File: src/source/l1_defines.svh
`ifndef L1_DEFINES_SVH
`define L1_DEFINES_SVH

// Address split is tag | set | word | byte
`define L1_ADDR_W     32
`define L1_TAG_W      23
`define L1_SET_W      4
`define L1_NUM_SETS   16

// One line is one L2 burst
`define L1_WORD_W     3
`define L1_LINE_WORDS 8

`endif

File: src/source/l1_pkg.sv
package l1_pkg;

    // Data cache controller
    typedef enum logic [2:0] {
        dc_idle,
        dc_wb_wait,
        dc_wb_busy,
        dc_wb_stream,
        dc_fill_wait,
        dc_fill_busy,
        dc_fill_stream
    } dcache_state_t;

    typedef enum logic [1:0] {
        ic_idle,
        ic_fill_wait,
        ic_fill_busy,
        ic_fill_stream
    } icache_state_t;

    // Who holds the L2 port
    typedef enum logic [1:0] {
        own_none,
        own_data,
        own_instr
    } l2_owner_t;

endpackage

File: src/source/l2_arbiter.sv
`timescale 1ns/1ps
`include "l1_defines.svh"

module l2_arbiter (
    input  logic                  clk,
    input  logic                  reset,
    input  logic                  d_rreq,
    input  logic                  d_wreq,
    input  logic [`L1_ADDR_W-1:0] d_addr,
    input  logic [`L1_ADDR_W-1:0] d_wdata,
    output logic                  d_busy,
    output logic [`L1_ADDR_W-1:0] d_rdata,
    input  logic                  i_rreq,
    input  logic [`L1_ADDR_W-1:0] i_addr,
    output logic                  i_busy,
    output logic [`L1_ADDR_W-1:0] i_rdata,
    output logic                  l2_rreq,
    output logic                  l2_wreq,
    output logic [`L1_ADDR_W-1:0] l2_addr,
    output logic [`L1_ADDR_W-1:0] l2_wdata,
    input  logic [`L1_ADDR_W-1:0] l2_rdata,
    input  logic                  l2_busy
);
    import l1_pkg::*;

    l2_owner_t owner;

    logic                  is_write;
    logic [`L1_WORD_W:0]   count;
    logic                  pend_d;
    logic                  pend_d_wr;
    logic [`L1_ADDR_W-1:0] pend_d_addr;
    logic                  pend_i;
    logic [`L1_ADDR_W-1:0] pend_i_addr;
    logic                  word_cycle;
    logic                  last_word;

    // Busy low after the forwarded pulse; write words trail busy by one cycle
    assign word_cycle = owner != own_none && !l2_rreq && !l2_wreq && !l2_busy;
    assign last_word = word_cycle && count == (`L1_WORD_W+1)'(`L1_LINE_WORDS - 1) + is_write;

    assign d_busy = owner != own_data || l2_busy || l2_rreq || l2_wreq;
    assign i_busy = owner != own_instr || l2_busy || l2_rreq;
    assign d_rdata = (owner == own_data) ? l2_rdata : '0;
    assign i_rdata = (owner == own_instr) ? l2_rdata : '0;
    assign l2_wdata = (owner == own_data) ? d_wdata : '0;

    always_ff @(posedge clk) begin
        if (reset) begin
            owner <= own_none;
            l2_rreq <= 1'b0;
            l2_wreq <= 1'b0;
            pend_d <= 1'b0;
            pend_i <= 1'b0;
            count <= '0;
        end else begin
            l2_rreq <= 1'b0;
            l2_wreq <= 1'b0;
            if (d_rreq || d_wreq) begin
                pend_d <= 1'b1;
                pend_d_wr <= d_wreq;
                pend_d_addr <= d_addr;
            end
            if (i_rreq) begin
                pend_i <= 1'b1;
                pend_i_addr <= i_addr;
            end
            if (word_cycle) begin
                count <= count + 1'b1;
            end
            if (last_word) begin
                owner <= own_none;
                count <= '0;
            end
            if (owner == own_none) begin
                if (d_rreq || d_wreq || pend_d) begin   // Data wins a tie
                    owner <= own_data;
                    pend_d <= 1'b0;
                    is_write <= pend_d ? pend_d_wr : d_wreq;
                    l2_wreq <= pend_d ? pend_d_wr : d_wreq;
                    l2_rreq <= pend_d ? !pend_d_wr : d_rreq;
                    l2_addr <= pend_d ? pend_d_addr : d_addr;
                end else if (i_rreq || pend_i) begin
                    owner <= own_instr;
                    pend_i <= 1'b0;
                    is_write <= 1'b0;
                    l2_rreq <= 1'b1;
                    l2_addr <= pend_i ? pend_i_addr : i_addr;
                end
            end
        end
    end

endmodule

File: config.mk
export PLATFORM = sky130hd
export DESIGN_NAME = l2_arbiter
export DESIGN_NICKNAME = d
export VERILOG_FILES = /design/src/source/l1_pkg.sv /design/src/source/l2_arbiter.sv
export VERILOG_INCLUDE_DIRS = /design/src /design/src/source
export SDC_FILE = /design/constraint.sdc
export NUM_CORES = 1
export LEC_CHECK = 0
export ABC_AREA = 1
export ABC_CLOCK_PERIOD_IN_PS = 3100
export BUFFER_PORTS_ARGS = -buffer_cell sky130_fd_sc_hd__buf_2
export CORE_ASPECT_RATIO = 1.75
export CORE_MARGIN = 1
export CORE_UTILIZATION = 45
export CTS_CLUSTER_DIAMETER = 80
export DETAILED_ROUTE_END_ITERATION = 10
export GPL_TIMING_DRIVEN = 0
export PLACE_DENSITY_LB_ADDON = 0.08
export SYNTH_ARGS = -nofsm -noshare
export SYNTH_HDL_FRONTEND = slang
export SYNTH_SLANG_ARGS = --single-unit
File: constraint.sdc
create_clock -name clk -period 3.1 [get_ports clk]
set_input_delay 0.465 -clock clk [delete_from_list [all_inputs] [get_ports clk]]
set_output_delay 0.465 -clock clk [all_outputs]
set_load 0.005 [all_outputs]
==> metrics.md, run 1 <==
| Metric | Value |
|---|---|
| Floorplan die area | 0.0125 mm² |
| Overall global routing resource usage | 0.251 |
| Core region area | 0.0116 mm² |
| Maximum clock frequency | 484 MHz |
| CP endpoint kind | primary output |
| Total of warnings raised by yosys | 0 |
| Port bufs | 265 |
| Maximum clock path buffer count | 2 |
| Sum of overflow across all layers after global routing | 0 |
| Worst Hold Depth | 1 |
| Cts-stage hold buffer count | 0 |
| Worst rel slew slack | 0.433 |
| Leak | 3.49 nW |
| Worst setup path class | register to primary output |
| Area of all sequential standard cells | 0.00314 mm² |
| Average detailed-routed wire length per instance | 16.9 µm |
| Standard-cell rows | 52 |
| Number of global-route vias before repair | 4,589 |
| Setup repair bufs after CTS | 0 |
| Number of resized instances in the post-cts repair step | 0 |
| Wire length of the first global-routing pass | 23.7 mm |
| Final-layout setup total negative slack | 0 ns |
| Die Span X | 85.1 µm |
| Syn_nets | 642 |
| TritonCTS Buffers | 9 |
| Register share of total power | 0.484 |
| Power per cell area | 508 mW/mm² |
| Time the final worst path needs with I/O delays and setup | 2.07 ns |
| Die Ht | 147 µm |
| Share of final-layout standard cells stronger than drive strength 1 | 0.484 |
| Outcome | complete, no violations |
| Routed Wire Length | 15.7 mm |
| Half-perimeter wire length of the detailed placement result | 12.4 mm |
| Syn Std Cell Area | 0.00544 mm² |
| Routability-driven placement congestion ratio | 0.847 |
| Part of the total power dissipated in combinational logic | 0.227 |
| Data arrival at the endpoint of the critical path | 1.60 ns |
| Max-cap violations | 0 |
| Maximum number of pins on one net before global-route repair | 34 |
| Count of vias placed by the detailed router | 4,581 |
| Number of cells on the worst reg-to-reg path | 5 |
| Mean instance size in the synthesized netlist | 10.7 µm² |
| Setup repair after global routing missed its margin | no |
| Latest clock arrival within the worst-skew pair | 0.34 ns |
| Clock tree skew after final layout | 0.00795 ns |
| 1st-pass router iterations | 4 |
| Clock sink count | 108 |
| Min-Delay Path Class | input port to register |
| CTS clock-pin slew for the worst setup and hold paths | 0.08 ns |
| Clock root buffer | sky130_fd_sc_hd__clkbuf_16 |
| Initial drt markers | 222 |
| Area of the multi-input gates | 0.00181 mm² |
| Vias per cell | 4.92 |
| Final worst path period share | 0.666 |
| Fraction of power spent switching nets | 0.283 |
| Synth-to-layout area growth | 34.0% |
| Final slew viol count | 0 |
| Number of nets at the end of the flow | 920 |
| Initial Utilization | 0.467 |
| Power dissipated by switching net loads | 1.05 mW |
| Initial antenna violation count | 10 |
| Sequential element share of the synthesized area | 0.578 |
| Least-Margin Pin Slew | 0.849 ns |
| Setup-violating endpoint count in the final report | 0 |
| Clock tree from TritonCTS | yes |
| Fill cell total of the finished layout | 1,007 |
| CTS H-tree lvls | 3 |
| Post-route DRC violation count | 0 |
| Synthesized flop and latch total | 108 |
| Total I/O pin count | 266 |
| Internal power contribution | 2.66 mW |
| Number of nets with antenna violations after routing | 0 |
| Synth Instances | 507 |
| Core occupancy in the finished layout | 0.626 |
| Hold Fails Final Rpt | 0 |
| Synth unique cells | 29 |
| Fraction of power consumed by the clock network | 0.288 |
| Power, Total | 3.70 mW |
| Required time at the endpoint of the critical path | 2.63 ns |
| Type of element launching the critical path | register |
| Max Fanout on Critical Path | 10 |
| Highest ir drop seen on vdd | 0.374 mV |
-- cells in the mapped netlist --
cell | number | area, µm²
sky130_fd_sc_hd__o21ai_0 | 7 | 35.0
sky130_fd_sc_hd__nor3_4 | 1 | 16.3
sky130_fd_sc_hd__o211ai_1 | 6 | 45.0
sky130_fd_sc_hd__buf_8 | 2 | 30.0
sky130_fd_sc_hd__nand4_1 | 1 | 6.26
sky130_fd_sc_hd__inv_1 | 86 | 323
sky130_fd_sc_hd__a21oi_1 | 1 | 5.00
sky130_fd_sc_hd__o21ai_1 | 1 | 5.00
sky130_fd_sc_hd__nor2_1 | 116 | 435
sky130_fd_sc_hd__ha_1 | 1 | 12.5
sky130_fd_sc_hd__nand3_1 | 6 | 30.0
sky130_fd_sc_hd__clkbuf_2 | 2 | 10.0
sky130_fd_sc_hd__buf_4 | 2 | 15.0
sky130_fd_sc_hd__mux2i_1 | 32 | 320
sky130_fd_sc_hd__clkbuf_1 | 12 | 45.0
sky130_fd_sc_hd__xnor2_1 | 1 | 8.76
sky130_fd_sc_hd__o21ai_2 | 27 | 236
sky130_fd_sc_hd__nor2_2 | 1 | 6.26
sky130_fd_sc_hd__dfxtp_1 | 10 | 200
sky130_fd_sc_hd__inv_2 | 3 | 11.3
sky130_fd_sc_hd__o211ai_2 | 27 | 338
sky130_fd_sc_hd__nand2_1 | 21 | 78.8
sky130_fd_sc_hd__or2_0 | 9 | 56.3
sky130_fd_sc_hd__buf_6 | 4 | 45.0
sky130_fd_sc_hd__edfxtp_1 | 98 | 2940
sky130_fd_sc_hd__buf_2 | 5 | 25.0
sky130_fd_sc_hd__nor3_1 | 1 | 5.00
sky130_fd_sc_hd__or2_2 | 23 | 144
sky130_fd_sc_hd__o21a_1 | 1 | 7.51
-- kinds of logic (layout without fill, tap and decap cells) --
group / Yosys count / after routing / synth area share
other: 0 / 7 / 0
muxes: 32 / 32 / 0.0589
adders and majority gates: 1 / 1 / 0.00230
DFF: 108 / 108 / 0.578
xor gates and xnor gates: 1 / 1 / 0.00161
and+or+nand+nor: 179 / 179 / 0.143
buffers and inverters: 116 / 398 / 0.0927
AOI/OAI and AO/OA: 70 / 70 / 0.124
-- placed cells by master (no fill, tap or decap), types with 2 or more instances in the layout --
| cell type | synthesis | layout |
|---|---|---|
| sky130_fd_sc_hd__buf_2 | 5 | 270 |
| sky130_fd_sc_hd__buf_4 | 2 | 2 |
| sky130_fd_sc_hd__buf_6 | 4 | 4 |
| sky130_fd_sc_hd__buf_8 | 2 | 2 |
| sky130_fd_sc_hd__clkbuf_1 | 12 | 12 |
| sky130_fd_sc_hd__clkbuf_16 | 0 | 9 |
| sky130_fd_sc_hd__clkbuf_2 | 2 | 2 |
| sky130_fd_sc_hd__clkinv_4 | 0 | 2 |
| sky130_fd_sc_hd__dfxtp_1 | 10 | 10 |
| sky130_fd_sc_hd__diode_2 | 0 | 7 |
| sky130_fd_sc_hd__edfxtp_1 | 98 | 98 |
| sky130_fd_sc_hd__inv_1 | 86 | 85 |
| sky130_fd_sc_hd__inv_2 | 3 | 4 |
| sky130_fd_sc_hd__inv_6 | 0 | 2 |
| sky130_fd_sc_hd__mux2i_1 | 32 | 32 |
| sky130_fd_sc_hd__nand2_1 | 21 | 21 |
| sky130_fd_sc_hd__nand3_1 | 6 | 6 |
| sky130_fd_sc_hd__nor2_1 | 116 | 114 |
| sky130_fd_sc_hd__nor2_4 | 0 | 2 |
| sky130_fd_sc_hd__o211ai_1 | 6 | 6 |
| sky130_fd_sc_hd__o211ai_2 | 27 | 27 |
| sky130_fd_sc_hd__o21ai_0 | 7 | 7 |
| sky130_fd_sc_hd__o21ai_2 | 27 | 27 |
| sky130_fd_sc_hd__or2_0 | 9 | 9 |
| sky130_fd_sc_hd__or2_2 | 23 | 23 |
-- worst max-delay path, stage by stage, from the launching register on --
cell and delay, ns:
sky130_fd_sc_hd__dfxtp_1 0.38, sky130_fd_sc_hd__inv_1 0.05, sky130_fd_sc_hd__nor2_1 0.14, sky130_fd_sc_hd__inv_2 0.13, sky130_fd_sc_hd__clkbuf_1 0.22, sky130_fd_sc_hd__nor2_1 0.18, sky130_fd_sc_hd__buf_2 0.15
-- per-layer routing --
layer  routed length [µm]  GRT usage  vias to the layer above  share of wire
met5                   62          0                        -         0.0040
met4                  403     0.0907                        8          0.026
met3                 1470     0.0882                       32          0.093
met2                 7830      0.444                      189           0.50
met1                 5930      0.275                     2110           0.38
li1                     -          -                     2242              -
-- final timing paths --
path / from / to / slack (ns)
setup / recovery: owner[0]$_SDFF_PP0_ / l2_wdata[8] / 1.03
setup reg to reg: owner[1]$_SDFF_PP0_ / l2_addr[2]$_DFFE_PP_ / 1.07
hold reg to reg: owner[0]$_SDFF_PP0_ / owner[0]$_SDFF_PP0_ / 0.51
hold / removal: d_addr[25] / pend_d_addr[25]$_DFFE_PP_ / 0.31
-- power by group through the flow --
stage | sequential [mW] | clock (mW) | combinational [mW]
after global routing | 1.81 | 1.14 | 0.930
after detailed placement | 1.83 | 0 | 0.848
after floorplan | 1.83 | 0 | 0.446
after global placement | 1.83 | 0 | 0.817
after CTS | 1.80 | 1.09 | 0.854
final | 1.79 | 1.07 | 0.843
-- layout make-up --
cell class | instances | share of cell area
antenna | 7 | 0.00240
sequential | 108 | 0.431
timing repair buffer | 267 | 0.189
clock buffer | 9 | 0.0309
multi-input combinational | 283 | 0.248
clock inverter | 6 | 0.00652
inverter | 89 | 0.0458
tap | 135 | 0.0232
buffer | 27 | 0.0234
-- metrics by stage --
| step | setup WS, ns | cells | hold slack, ns | area, µm² |
|---|---|---|---|---|
| final | 1.03 | 931 | 0.308 | 7290 |
| after floorplan | 0.771 | 507 | 0.469 | 5440 |
| after detailed placement | 1.03 | 909 | 0.505 | 7000 |
| after global placement | -0.340 | 907 | 0.490 | 6930 |
| after global routing | 0.878 | 928 | 0.297 | 7280 |
| after CTS | 1.02 | 924 | 0.297 | 7270 |
-- flip-flops by register name (all words and copies together), names as in the netlist --
signal / cells
count: 4
is_write: 1
l2_addr: 32
l2_rreq: 1
l2_wreq: 1
owner: 2
pend_d: 1
pend_d_addr: 32
pend_d_wr: 1
pend_i: 1
pend_i_addr: 32
Power figures use the tool's default switching activity.
==> run 2: changes to the inputs <==
--- a/config.mk
+++ b/config.mk
@@ -7,7 +7,7 @@
 export NUM_CORES = 1
 export LEC_CHECK = 0
 export ABC_AREA = 1
-export ABC_CLOCK_PERIOD_IN_PS = 3100
+export ABC_CLOCK_PERIOD_IN_PS = 2000
 export BUFFER_PORTS_ARGS = -buffer_cell sky130_fd_sc_hd__buf_2
 export CORE_ASPECT_RATIO = 1.75
 export CORE_MARGIN = 1
==> constraint.sdc (replaced) <==
create_clock -name clk -period 2 [get_ports clk]
set_input_delay 0.3 -clock clk [delete_from_list [all_inputs] [get_ports clk]]
set_output_delay 0.3 -clock clk [all_outputs]
set_load 0.005 [all_outputs]
==> metrics.md, run 2 (same netlist as run 1, synthesis figures left out) <==
| Metric | Value |
|---|---|
| Initial drt markers | 220 (-0.90%) |
| Area of all sequential standard cells | 0.00314 mm² (about the same) |
| Clock sink count | 108 (unchanged) |
| Cts-stage hold buffer count | 0 (unchanged) |
| Maximum clock path buffer count | 2 (unchanged) |
| Routability-driven placement congestion ratio | 0.807 (-4.7%) |
| Launch instance of the worst min-delay path | d_addr[14] |
| CP endpoint kind | primary output |
| Latest clock arrival within the worst-skew pair | 0.35 ns (about the same) |
| Port bufs | 265 (unchanged) |
| Hold Fails Final Rpt | 0 (unchanged) |
| Max-cap violations | 0 (unchanged) |
| Overall global routing resource usage | 0.264 (+0.0134) |
| Most frequent cells in the layout | sky130_fd_sc_hd__buf_2, sky130_fd_sc_hd__nor2_1, sky130_fd_sc_hd__edfxtp_1 |
| Post-route DRC violation count | 0 (unchanged) |
| Worst setup path class | register to primary output |
| Setup repair after global routing missed its margin | no |
| CTS H-tree lvls | 3 (unchanged) |
| Required time at the endpoint of the critical path | 1.70 ns (-0.93 ns) |
| Time the final worst path needs with I/O delays and setup | 1.89 ns |
| Final worst path period share | 0.944 |
| Setup repair bufs after CTS | 0 (unchanged) |
| Leak | 3.53 nW (+1.3%) |
| Number of resized instances in the post-cts repair step | 6 (+6) |
| Die Ht | 147 µm (unchanged) |
| Vias per cell | 4.91 (-0.22%) |
| Average detailed-routed wire length per instance | 17.7 µm (+4.8%) |
| Worst rel slew slack | 0.347 (-0.0858) |
| Clock tree skew after final layout | 0.00619 ns (-0.00176 ns) |
| Wire length of the first global-routing pass | 24.6 mm (+3.7%) |
| Setup-violating endpoint count in the final report | 0 (unchanged) |
| Clock root buffer | sky130_fd_sc_hd__clkbuf_16 |
| Core region area | 0.0116 mm² (unchanged) |
| Min-Delay Path Class | input port to register |
| Clock tree from TritonCTS | yes |
| Final slew viol count | 0 (unchanged) |
| Routed Wire Length | 16.4 mm (+4.8%) |
| Count of vias placed by the detailed router | 4,571 (-0.22%) |
| Initial antenna violation count | 11 (+1) |
| Maximum clock frequency | 529 MHz |
| Fin area | 0.00736 mm² (+0.98%) |
| Outcome | complete, no violations |
| 1st-pass router iterations | 4 (unchanged) |
| Die Span X | 85.1 µm (unchanged) |
| Max Fanout on Critical Path | 10 (unchanged) |
| Share of final-layout standard cells stronger than drive strength 1 | 0.503 (+0.0190) |
| Core occupancy in the finished layout | 0.632 (+0.00612) |
| Data arrival at the endpoint of the critical path | 1.59 ns (about the same) |
| Synth-to-layout area growth | 35.3% |
| Power per cell area | 830 mW/mm² (+63%) |
| Fill cell total of the finished layout | 1,003 (-0.40%) |
| Standard-cell rows | 52 (unchanged) |
| TritonCTS Buffers | 9 (unchanged) |
| Start of the worst register-to-register path | owner[1]$_SDFF_PP0_ |
| Area of the multi-input gates | 0.00182 mm² (+0.97%) |
| Placed instance area | 0.00698 mm² (-0.29%) |
| Highest ir drop seen on vdd | 0.511 mV (+37%) |
| Sum of overflow across all layers after global routing | 0 (unchanged) |
| CTS clock-pin slew for the worst setup and hold paths | 0.08 ns (about the same) |
| Total I/O pin count | 266 (unchanged) |
| Least-Margin Pin Slew | 0.977 ns (+0.128 ns) |
| Floorplan die area | 0.0125 mm² (unchanged) |
| Number of global-route vias before repair | 4,514 (-1.6%) |
| Number of nets at the end of the flow | 919 (-0.11%) |
| Commonest non-fill, non-tap cell in the layout | sky130_fd_sc_hd__buf_2 |
| Maximum number of pins on one net before global-route repair | 34 (unchanged) |
| Type of element launching the critical path | register |
| Number of nets with antenna violations after routing | 0 (unchanged) |
| Top Registers | l2_addr x32, pend_d_addr x32, pend_i_addr x32 |
| Half-perimeter wire length of the detailed placement result | 12.8 mm (+3.6%) |
| Initial Utilization | 0.467 (unchanged) |
| Launching element of the worst setup path | owner[0]$_SDFF_PP0_ |
==> run 2: power by group <==
| part | internal, mW | leakage (nW) | switching [mW] | total, mW |
|---|---|---|---|---|
| sequential | 2.72 | 1.01 | 0.0652 | 2.79 |
| combinational | 0.556 | 2.36 | 0.784 | 1.34 |
| clock | 1.12 | 0.163 | 0.857 | 1.98 |
==> run 2: worst paths after layout <==
kind | end | cells past startpoint | slack, ns
setup reg to reg | l2_addr[31]$_DFFE_PP_ | 5 | 0.22
hold / removal | pend_d_addr[14]$_DFFE_PP_ | 1 | 0.13
hold reg to reg | owner[0]$_SDFF_PP0_ | 2 | 0.51
setup / recovery | l2_wdata[8] | 6 | 0.11
==> run 2: cell type report <==
class,instances,area share
buffer,27,0.0247
clock buffer,9,0.0306
sequential,108,0.427
multi-input combinational,283,0.248
antenna,7,0.00238
tap,135,0.0230
inverter,89,0.0457
clock inverter,7,0.0145
timing repair buffer,266,0.184
==> run 2: per-layer routing <==
layer | track usage | up-vias | wire length [µm]
met5 | 0 | - | 57
met4 | 0.0890 | 8 | 347
met3 | 0.140 | 30 | 2090
met2 | 0.438 | 215 | 7880
met1 | 0.288 | 2072 | 6060
li1 | - | 2246 | -
==> run 2: stage by stage <==
stage	instances	setup slack [ns]	hold WS (ns)	TNS, ns	power (mW)
after detailed placement	908	0.0121	0.493	0	4.16
final	931	0.111	0.132	0	6.11
after floorplan	507	0.146	0.379	0	3.52
after global routing	926	0.0103	0.120	0	6.38
after global placement	907	-0.456	0.486	-32.56	4.11
after CTS	924	0.00198	0.124	0	6.12
==> run 2: worst max-delay path, stage by stage (launching register included) <==
cell and delay, ns:
sky130_fd_sc_hd__dfxtp_2 0.37, sky130_fd_sc_hd__inv_1 0.06, sky130_fd_sc_hd__nor2_2 0.13, sky130_fd_sc_hd__inv_2 0.13
sky130_fd_sc_hd__buf_2 0.20, sky130_fd_sc_hd__nor2_2 0.19, sky130_fd_sc_hd__buf_2 0.15
